**config.mk**
```make
export PLATFORM = sky130hd
export DESIGN_NAME = decode_top
export DESIGN_NICKNAME = d
export VERILOG_FILES = /design/src/logic/decode_pkg.sv /design/src/logic/instruction_buffer.sv /design/src/logic/instruction_decoder.sv /design/src/logic/register_scoreboard.sv /design/src/logic/issue_stage.sv /design/src/logic/decode_top.sv
export VERILOG_INCLUDE_DIRS = /design/src /design/src/include
export SDC_FILE = /design/constraint.sdc
export NUM_CORES = 2
export LEC_CHECK = 0
export ABC_AREA = 1
export BUFFER_PORTS_ARGS = -buffer_cell sky130_fd_sc_hd__buf_2
export CAP_MARGIN = 25
export CORE_UTILIZATION = 30
export DETAILED_ROUTE_END_ITERATION = 12
export PLACE_DENSITY_LB_ADDON = 0.25
export SETUP_SLACK_MARGIN = 0.1
export SYNTH_ARGS = -nofsm -noshare
export SYNTH_HDL_FRONTEND = slang
export SYNTH_SLANG_ARGS = --single-unit
export TNS_END_PERCENT = 100
```
**constraint.sdc**
```tcl
create_clock -name clk -period 6.8 [get_ports clk]
set_input_delay 1.36 -clock clk [delete_from_list [all_inputs] [get_ports clk]]
set_output_delay 1.36 -clock clk [all_outputs]
set_load 0.05 [all_outputs]
```
**src/include/decode_cfg.svh**
```systemverilog
`ifndef DECODE_CFG_SVH
`define DECODE_CFG_SVH

// register file geometry
`define DECODE_XLEN      32
`define DECODE_REG_COUNT 32
`define DECODE_REG_BITS  5

// fetch response buffer entries
`define DECODE_BUF_DEPTH 2

`endif

```
**src/logic/decode_pkg.sv**
```systemverilog
package decode_pkg;

    // major opcodes handled by this decoder
    localparam logic [6:0] OPC_OP     = 7'b0110011;
    localparam logic [6:0] OPC_OP_IMM = 7'b0010011;
    localparam logic [6:0] OPC_LUI    = 7'b0110111;
    localparam logic [6:0] OPC_SYSTEM = 7'b1110011;

    typedef struct packed {
        logic [6:0] funct7;
        logic [4:0] rs2;
        logic [4:0] rs1;
        logic [2:0] funct3;
        logic [4:0] rd;
        logic [6:0] opcode;
    } rv_reg_view_t;

    typedef struct packed {
        logic [11:0] imm12;
        logic [4:0]  rs1;
        logic [2:0]  funct3;
        logic [4:0]  rd;
        logic [6:0]  opcode;
    } rv_imm_view_t;

    // same word, R-type or I-type field layout
    typedef union packed {
        rv_reg_view_t r;
        rv_imm_view_t i;
    } rv_instruction_t;

    typedef enum logic [3:0] {
        ALU_ADD,
        ALU_SUB,
        ALU_AND,
        ALU_OR,
        ALU_XOR,
        ALU_SLL,
        ALU_SRL,
        ALU_SRA,
        ALU_SLT,
        ALU_SLTU,
        ALU_LUI
    } alu_op_t;

    typedef enum logic [0:0] {
        SYS_ECALL,
        SYS_EBREAK
    } system_op_t;

endpackage

```
**src/logic/instruction_buffer.sv**
```systemverilog
`timescale 1ns/1ns
`include "decode_cfg.svh"

module instruction_buffer (
    input  logic        clk,
    input  logic        rst,
    input  logic        in_valid,
    output logic        in_ready,
    input  logic [31:0] in_data,
    input  logic        in_last,
    output logic        out_valid,
    input  logic        out_ready,
    output logic [31:0] out_data
);

    localparam int DEPTH    = `DECODE_BUF_DEPTH;
    localparam int PTR_BITS = $clog2(DEPTH);
    localparam int CNT_BITS = $clog2(DEPTH + 1);

    logic [31:0]         entries [DEPTH];
    logic [PTR_BITS-1:0] wr_ptr;
    logic [PTR_BITS-1:0] rd_ptr;
    logic [CNT_BITS-1:0] count;
    logic                push;
    logic                pop;

    // ready comes from state only, no path back from the decoder
    assign in_ready  = count < CNT_BITS'(DEPTH);
    assign out_valid = count != '0;
    assign out_data  = entries[rd_ptr];

    assign push = in_valid && in_ready && in_last; // partial beats are dropped
    assign pop  = out_valid && out_ready;

    always_ff @(posedge clk) begin
        if (rst) begin
            wr_ptr <= '0;
            rd_ptr <= '0;
            count  <= '0;
        end else begin
            if (push) wr_ptr <= wr_ptr + 1'b1;
            if (pop) rd_ptr <= rd_ptr + 1'b1;
            count <= count + CNT_BITS'(push) - CNT_BITS'(pop);
        end
    end

    always_ff @(posedge clk) begin
        if (push) entries[wr_ptr] <= in_data;
    end

endmodule

```
**src/logic/instruction_decoder.sv**
```systemverilog
`timescale 1ns/1ns
`include "decode_cfg.svh"

module instruction_decoder (
    input  logic                         clk,
    input  logic                         rst,
    input  logic                         word_valid,
    output logic                         word_ready,
    input  decode_pkg::rv_instruction_t  word,
    output logic                         dec_valid,
    input  logic                         dec_ready,
    output decode_pkg::alu_op_t          alu_op,
    output logic [`DECODE_REG_BITS-1:0]  rd,
    output logic [`DECODE_REG_BITS-1:0]  rs1,
    output logic [`DECODE_REG_BITS-1:0]  rs2,
    output logic [`DECODE_XLEN-1:0]      imm,
    output logic                         uses_imm,
    output logic                         reg_write,
    output logic                         is_system,
    output decode_pkg::system_op_t       sys_op,
    output logic                         illegal
);
    import decode_pkg::*;

    alu_op_t                     next_alu_op;
    logic [`DECODE_REG_BITS-1:0] next_rs1;
    logic [`DECODE_XLEN-1:0]     next_imm;
    logic [`DECODE_XLEN-1:0]     imm_i;
    logic [`DECODE_XLEN-1:0]     shamt;
    logic                        next_uses_imm;
    logic                        next_reg_write;
    logic                        next_is_system;
    system_op_t                  next_sys_op;
    logic                        next_illegal;
    logic                        accept;

    assign word_ready = !dec_valid || dec_ready;
    assign accept     = word_valid && word_ready;
    assign imm_i      = {{(`DECODE_XLEN-12){word.i.imm12[11]}}, word.i.imm12};
    assign shamt      = {{(`DECODE_XLEN-5){1'b0}}, word.r.rs2}; // shift amount sits in rs2 slot

    always_comb begin
        next_alu_op    = ALU_ADD;
        next_rs1       = word.i.rs1;
        next_imm       = imm_i;
        next_uses_imm  = 1'b1;
        next_reg_write = 1'b1;
        next_is_system = 1'b0;
        next_sys_op    = SYS_ECALL;
        next_illegal   = 1'b0;
        case (word.r.opcode)
            OPC_OP: begin
                next_uses_imm = 1'b0;
                case ({word.r.funct7, word.r.funct3})
                    {7'h00, 3'b000}: next_alu_op = ALU_ADD;
                    {7'h20, 3'b000}: next_alu_op = ALU_SUB;
                    {7'h00, 3'b001}: next_alu_op = ALU_SLL;
                    {7'h00, 3'b010}: next_alu_op = ALU_SLT;
                    {7'h00, 3'b011}: next_alu_op = ALU_SLTU;
                    {7'h00, 3'b100}: next_alu_op = ALU_XOR;
                    {7'h00, 3'b101}: next_alu_op = ALU_SRL;
                    {7'h20, 3'b101}: next_alu_op = ALU_SRA;
                    {7'h00, 3'b110}: next_alu_op = ALU_OR;
                    {7'h00, 3'b111}: next_alu_op = ALU_AND;
                    default:         next_illegal = 1'b1;
                endcase
            end
            OPC_OP_IMM: begin
                case (word.i.funct3)
                    3'b000: next_alu_op = ALU_ADD;
                    3'b010: next_alu_op = ALU_SLT;
                    3'b011: next_alu_op = ALU_SLTU;
                    3'b100: next_alu_op = ALU_XOR;
                    3'b110: next_alu_op = ALU_OR;
                    3'b111: next_alu_op = ALU_AND;
                    3'b001: begin
                        next_alu_op  = ALU_SLL;
                        next_imm     = shamt;
                        next_illegal = word.r.funct7 != 7'h00;
                    end
                    default: begin // 3'b101, srli or srai
                        next_alu_op  = (word.r.funct7 == 7'h20) ? ALU_SRA : ALU_SRL;
                        next_imm     = shamt;
                        next_illegal = word.r.funct7 != 7'h00 && word.r.funct7 != 7'h20;
                    end
                endcase
            end
            OPC_LUI: begin
                next_alu_op = ALU_LUI;
                next_rs1    = '0; // no source, never stalls
                next_imm    = {word.i.imm12, word.i.rs1, word.i.funct3, 12'b0};
            end
            OPC_SYSTEM: begin
                next_is_system = 1'b1;
                next_reg_write = 1'b0;
                next_rs1       = '0;
                next_sys_op    = word.i.imm12[0] ? SYS_EBREAK : SYS_ECALL;
                next_illegal   = word.i.imm12[11:1] != '0 || word.i.rs1 != '0 ||
                                 word.i.funct3 != '0 || word.i.rd != '0;
            end
            default: next_illegal = 1'b1; // branches, jumps, loads, stores and the rest
        endcase
        if (next_illegal) next_reg_write = 1'b0;
    end

    always_ff @(posedge clk) begin
        if (rst) begin
            dec_valid <= 1'b0;
        end else if (word_ready) begin
            dec_valid <= word_valid;
        end
    end

    always_ff @(posedge clk) begin
        if (accept) begin
            alu_op    <= next_alu_op;
            rd        <= word.i.rd;
            rs1       <= next_rs1;
            rs2       <= word.r.rs2;
            imm       <= next_imm;
            uses_imm  <= next_uses_imm;
            reg_write <= next_reg_write;
            is_system <= next_is_system;
            sys_op    <= next_sys_op;
            illegal   <= next_illegal;
        end
    end

endmodule

```
**src/logic/register_scoreboard.sv**
```systemverilog
`timescale 1ns/1ns
`include "decode_cfg.svh"

module register_scoreboard (
    input  logic                        clk,
    input  logic                        rst,
    input  logic [`DECODE_REG_BITS-1:0] rs1,
    input  logic [`DECODE_REG_BITS-1:0] rs2,
    output logic [`DECODE_XLEN-1:0]     rs1_data,
    output logic [`DECODE_XLEN-1:0]     rs2_data,
    output logic                        rs1_pending,
    output logic                        rs2_pending,
    input  logic                        set_pending,
    input  logic [`DECODE_REG_BITS-1:0] set_rd,
    input  logic                        wb_valid,
    input  logic [`DECODE_REG_BITS-1:0] wb_rd,
    input  logic [`DECODE_XLEN-1:0]     wb_data
);

    logic [`DECODE_XLEN-1:0]      regs [`DECODE_REG_COUNT];
    logic [`DECODE_REG_COUNT-1:0] pending;
    logic                         wb_write;
    logic                         set_write;

    assign wb_write  = wb_valid && wb_rd != '0;    // x0 stays zero
    assign set_write = set_pending && set_rd != '0;

    // combinational reads for the issue stage
    assign rs1_data    = regs[rs1];
    assign rs2_data    = regs[rs2];
    assign rs1_pending = pending[rs1];
    assign rs2_pending = pending[rs2];

    always_ff @(posedge clk) begin
        if (rst) begin
            for (int i = 0; i < `DECODE_REG_COUNT; i++) begin
                regs[i] <= '0;
            end
        end else if (wb_write) begin
            regs[wb_rd] <= wb_data;
        end
    end

    always_ff @(posedge clk) begin
        if (rst) begin
            pending <= '0;
        end else begin
            if (wb_write) pending[wb_rd] <= 1'b0;
            // set after clear so a newer writer of the same register stays pending
            if (set_write) pending[set_rd] <= 1'b1;
        end
    end

endmodule

```
**src/logic/issue_stage.sv**
```systemverilog
`timescale 1ns/1ns
`include "decode_cfg.svh"

module issue_stage (
    input  logic                        clk,
    input  logic                        rst,
    input  logic                        dec_valid,
    output logic                        dec_ready,
    input  decode_pkg::alu_op_t         dec_alu_op,
    input  logic [`DECODE_REG_BITS-1:0] dec_rd,
    input  logic [`DECODE_XLEN-1:0]     dec_imm,
    input  logic                        dec_uses_imm,
    input  logic                        dec_reg_write,
    input  logic                        dec_is_system,
    input  decode_pkg::system_op_t      dec_sys_op,
    input  logic                        dec_illegal,
    input  logic [`DECODE_XLEN-1:0]     rs1_data,
    input  logic [`DECODE_XLEN-1:0]     rs2_data,
    input  logic                        rs1_pending,
    input  logic                        rs2_pending,
    output logic                        set_pending,
    output logic [`DECODE_REG_BITS-1:0] set_rd,
    output logic                        execute_valid,
    input  logic                        execute_ready,
    output decode_pkg::alu_op_t         alu_op,
    output logic [`DECODE_REG_BITS-1:0] rd,
    output logic [`DECODE_XLEN-1:0]     operand_a,
    output logic [`DECODE_XLEN-1:0]     operand_b,
    output logic                        reg_write,
    output logic                        system_valid,
    input  logic                        system_ready,
    output decode_pkg::system_op_t      sys_op,
    output logic                        exit_flag,
    output logic                        error_flag
);
    import decode_pkg::*;

    logic out_free;
    logic stall;
    logic fire;
    logic to_execute;

    assign out_free   = !(execute_valid && !execute_ready) && !(system_valid && !system_ready);
    assign stall      = rs1_pending || (!dec_uses_imm && rs2_pending); // rs2 only if no imm
    assign dec_ready  = dec_illegal || (out_free && !stall);
    assign fire       = dec_valid && dec_ready;
    assign to_execute = fire && !dec_illegal && !dec_is_system;

    assign set_pending = to_execute && dec_reg_write && dec_rd != '0;
    assign set_rd      = dec_rd;

    always_ff @(posedge clk) begin
        if (rst) begin
            execute_valid <= 1'b0;
            system_valid  <= 1'b0;
            exit_flag     <= 1'b0;
            error_flag    <= 1'b0;
        end else begin
            if (execute_ready) execute_valid <= 1'b0;
            if (system_ready) system_valid <= 1'b0;
            if (to_execute) execute_valid <= 1'b1;
            if (fire && dec_illegal) error_flag <= 1'b1; // consumed, nothing dispatched
            if (fire && !dec_illegal && dec_is_system) begin
                system_valid <= 1'b1;
                if (dec_sys_op == SYS_ECALL) exit_flag <= 1'b1;
            end
        end
    end

    always_ff @(posedge clk) begin
        if (to_execute) begin
            alu_op    <= dec_alu_op;
            rd        <= dec_rd;
            operand_a <= rs1_data;
            operand_b <= dec_uses_imm ? dec_imm : rs2_data;
            reg_write <= dec_reg_write;
        end
        if (fire && !dec_illegal && dec_is_system) sys_op <= dec_sys_op;
    end

endmodule

```
**src/logic/decode_top.sv**
```systemverilog
`timescale 1ns/1ns
`include "decode_cfg.svh"

module decode_top (
    input  logic                        clk,
    input  logic                        rst,

    input  logic                        instruction_result_valid,
    output logic                        instruction_result_ready,
    input  logic [31:0]                 instruction_result_data,
    input  logic                        instruction_result_last,

    input  logic                        writeback_result_valid,
    output logic                        writeback_result_ready,
    input  logic [`DECODE_REG_BITS-1:0] writeback_result_rd,
    input  logic [`DECODE_XLEN-1:0]     writeback_result_data,

    output logic                        execute_command_valid,
    input  logic                        execute_command_ready,
    output decode_pkg::alu_op_t         execute_command_alu_op,
    output logic [`DECODE_REG_BITS-1:0] execute_command_rd,
    output logic [`DECODE_XLEN-1:0]     execute_command_operand_a,
    output logic [`DECODE_XLEN-1:0]     execute_command_operand_b,
    output logic                        execute_command_reg_write,

    output logic                        system_command_valid,
    input  logic                        system_command_ready,
    output decode_pkg::system_op_t      system_command_sys_op,

    output logic                        exit_flag,
    output logic                        error_flag
);
    import decode_pkg::*;

    logic                        word_valid;
    logic                        word_ready;
    logic [31:0]                 word;
    logic                        dec_valid;
    logic                        dec_ready;
    alu_op_t                     dec_alu_op;
    logic [`DECODE_REG_BITS-1:0] dec_rd;
    logic [`DECODE_REG_BITS-1:0] dec_rs1;
    logic [`DECODE_REG_BITS-1:0] dec_rs2;
    logic [`DECODE_XLEN-1:0]     dec_imm;
    logic                        dec_uses_imm;
    logic                        dec_reg_write;
    logic                        dec_is_system;
    system_op_t                  dec_sys_op;
    logic                        dec_illegal;
    logic [`DECODE_XLEN-1:0]     rs1_data;
    logic [`DECODE_XLEN-1:0]     rs2_data;
    logic                        rs1_pending;
    logic                        rs2_pending;
    logic                        set_pending;
    logic [`DECODE_REG_BITS-1:0] set_rd;

    always_comb writeback_result_ready = 1'b1; // register file always takes results

    instruction_buffer buffer0 (
        .clk,
        .rst,
        .in_valid  (instruction_result_valid),
        .in_ready  (instruction_result_ready),
        .in_data   (instruction_result_data),
        .in_last   (instruction_result_last),
        .out_valid (word_valid),
        .out_ready (word_ready),
        .out_data  (word)
    );

    instruction_decoder decoder0 (
        .clk,
        .rst,
        .word_valid,
        .word_ready,
        .word,
        .dec_valid,
        .dec_ready,
        .alu_op    (dec_alu_op),
        .rd        (dec_rd),
        .rs1       (dec_rs1),
        .rs2       (dec_rs2),
        .imm       (dec_imm),
        .uses_imm  (dec_uses_imm),
        .reg_write (dec_reg_write),
        .is_system (dec_is_system),
        .sys_op    (dec_sys_op),
        .illegal   (dec_illegal)
    );

    register_scoreboard scoreboard0 (
        .clk,
        .rst,
        .rs1      (dec_rs1),
        .rs2      (dec_rs2),
        .rs1_data,
        .rs2_data,
        .rs1_pending,
        .rs2_pending,
        .set_pending,
        .set_rd,
        .wb_valid (writeback_result_valid),
        .wb_rd    (writeback_result_rd),
        .wb_data  (writeback_result_data)
    );

    issue_stage issue0 (
        .clk,
        .rst,
        .dec_valid,
        .dec_ready,
        .dec_alu_op,
        .dec_rd,
        .dec_imm,
        .dec_uses_imm,
        .dec_reg_write,
        .dec_is_system,
        .dec_sys_op,
        .dec_illegal,
        .rs1_data,
        .rs2_data,
        .rs1_pending,
        .rs2_pending,
        .set_pending,
        .set_rd,
        .execute_valid (execute_command_valid),
        .execute_ready (execute_command_ready),
        .alu_op        (execute_command_alu_op),
        .rd            (execute_command_rd),
        .operand_a     (execute_command_operand_a),
        .operand_b     (execute_command_operand_b),
        .reg_write     (execute_command_reg_write),
        .system_valid  (system_command_valid),
        .system_ready  (system_command_ready),
        .sys_op        (system_command_sys_op),
        .exit_flag,
        .error_flag
    );

endmodule

```
==> out/metrics.cfg <==
[outcome]
status=complete, no violations

[place]
dp.cells=9302
pre_cts_slack_ns=2.04
dpl_cell_area_sq_um=66800
place_congestion=0.963
place_hpwl_microns=160000
place.port_buffers=155

[clock_tree]
cts_buffer_depth=3
clkLatencyLatePin_ns=0.81
clock-root-buffer=clkbuf_16
cts_tree=yes
ctsHoldBuffers=0
clkTransAtPathRegs_ns=0.06
cts_buffers=141
htree_num_levels=4
post-cts-setup-buffers=0
cts_resized=0
cts_sinks=1266

[die]
die_y_microns=461
num_io_pins=157
start_util_pct=30.2
core_sq_um=210000
die-width_microns=461
rows=168
die_area_sq_um=213000

[synthesis]
synth_ff_type=edfxtp_1
yosysTopAreaCell=edfxtp_1
synth.distinct_cells=53
netlist_area_sq_um=63200
synth.most_common_cell=nor2_1
synth_edf_count=1219
synth.yosys.seq_area_share_pct=59.4
synth_area_leaders=edfxtp_1 58%, nor2_1 13%, o21ai_0 8.9%, clkbuf_1 3.1%, o221ai_1 3.1%
synth_warnings=0
synth_top_area_share_pct=57.9
synthTopCellsByCount=2,151 x nor2_1, 1,219 x edfxtp_1, 1,120 x o21ai_0, 528 x clkbuf_1, 415 x nand2_1
ys_ff_latch=1266
synth_area_per_cell_sq_um=9.27
async_reset_ff_share_pct=0
postSynthCellCount=6823

[global_route]
grt_max_degree=163
antenna_found_initial=16
grt_pass1_wl_microns=379000
grt-ovfl-total=0
grt.total_usage_pct=24.7
grt_pass1_vias=51100

[layout]
final_cell_area_sq_um=71400
num-fill-cells=21000
drive_gt1_share_pct=9.65
area_growth_syn_to_layout_pct=12.9
final_nets=6727
layout.cells.non_filler=9565

[power_and_ir_drop]
vdd_drop_max_mv=0.267
leakage_nw=24.6
power.density_nw_per_um2=261

[drt]
avgViaCountPerCell=5.86
wl_per_cell_microns=28.4
drtIter0Drc=9629
routed_wl_microns=272000
first_pass_iters=7
drtAntennaViolNets=0
drc_errors=0
via_count=56100

[sta]
worst_pin_slew_ns=1.27
finalSetupViolCount=0
finalMaxSlewViolations=0
hold-worst-slack_ns=0.438
fin_crit_ns=4.31
max_freq_ghz=0.232
fin_skew_ns=0.0289
fin_setup_tns_ns=0
finalHoldViolCount=0
fin_ws_ns=2.49
rsz0062_at_grt=false
period_share_pct=63.4
slew-limit-headroom_pct=15.1

[setup_path]
required_ns=7.45
critPathSlowestCell=o221ai_1
crit_fanout=57
critPathKind=flip-flop to flip-flop
worst-path-buf-inv=2
crit_family=compound AO/OA/AOI/OAI gates
crit_path_cell_trace=buf_4, buf_4, o21ai_0, o22ai_1, nor2_1, o221ai_1, nand3_1, nand2_1
cp-start-kind=flip-flop
slowest_delay_ns=1.00
crit_arrival_ns=4.96
crit_top_cell=buf_4
cp-end-kind=flip-flop

[worst_hold_path]
hold_path_class=flip-flop to flip-flop

[flow_run]
cap_viol_max_count=0

sequential cells by signal, summed over array words and instances (netlist names), 32 cells and up, named ones only:
name,flops
decoder0.imm,32
scoreboard0.regs,1024
issue0.operand_a,32
scoreboard0.pending,32
issue0.operand_b,32
buffer0.entries,64
logic make-up (layout without fill, tap and decap cells):
logic type | count (synthesis) | count (layout) | synth area share (%)
AND/OR/NAND/NOR | 2857 | 2857 | 17.7
multiplexers | 7 | 7 | 0.131
flip-flops | 1266 | 1266 | 59.4
other | 2 | 36 | 0.0119
AO/OA/AOI/OAI | 1897 | 1897 | 17.8
XOR/XNOR | 1 | 1 | 0.0139
adder cells (fa/ha/maj) | 1 | 1 | 0.0198
buffers and inverters | 792 | 695 | 5.02
worst paths after layout:
kind                       from                   end  slack, ns  cells past startpoint
max reg2reg           flip-flop  issue0.operand_b[15]       2.49                      8
min          decoder0.alu_op[2]      issue0.alu_op[2]       0.44                      0
min reg2reg  decoder0.alu_op[2]      issue0.alu_op[2]       0.44                      0
max                   flip-flop  issue0.operand_b[15]       2.49                      8
placed cells by master (no fill, tap or decap), types with 21 or more instances in the layout:
cell       count
o21ai_2       21
dfxtp_1       42
o221ai_1     224
clkinv_1      39
nand3_2       31
nor2_1      2149
nand3_1      206
inv_1         85
buf_12        30
o21ai_0     1120
nand2_1      384
clkbuf_1      31
a21oi_1       99
buf_2        156
a32o_1        38
nand2_2       32
edfxtp_1    1219
a32oi_1       26
conb_1        33
buf_4        129
a31oi_1       32
o22ai_1      296
clkbuf_16    146
layer usage:
metal	track usage [%]	share of wire [%]	up-vias
met1	34.5	41	27500
met4	9.66	4.2	18
met2	35.0	41	4078
li1	-	-	23900
met5	0	0.043	-
met3	8.23	14	623
report_power, final:
group          switching, W  internal [W]  total [W]
clock network       0.00334       0.00428    0.00762
registers          0.000226       0.00893    0.00915
logic               0.00143      0.000447    0.00188
cell type report:
type | instances | area [sq um] | share of cell area, %
inverter | 122 | 505 | 0.708
antenna | 3 | 7.51 | 0.0105
sequential | 1266 | 37600 | 52.6
timing repair buffer | 323 | 2490 | 3.49
tap | 2805 | 3510 | 4.92
multi-input combinational | 4796 | 22900 | 32.1
clock buffer | 182 | 3840 | 5.38
clock inverter | 68 | 557 | 0.780
metrics by stage:
stage	total power, W	util [%]
6_report	0.0187	34.1
5_1_grt	0.0191	34.1
4_1_cts	0.0186	34.0
3_5_place_dp	0.0111	31.9
3_3_place_gp	0.0111	31.8
2_1_floorplan	0.0102	-
No activity file was read; power rests on OpenSTA's default activity.
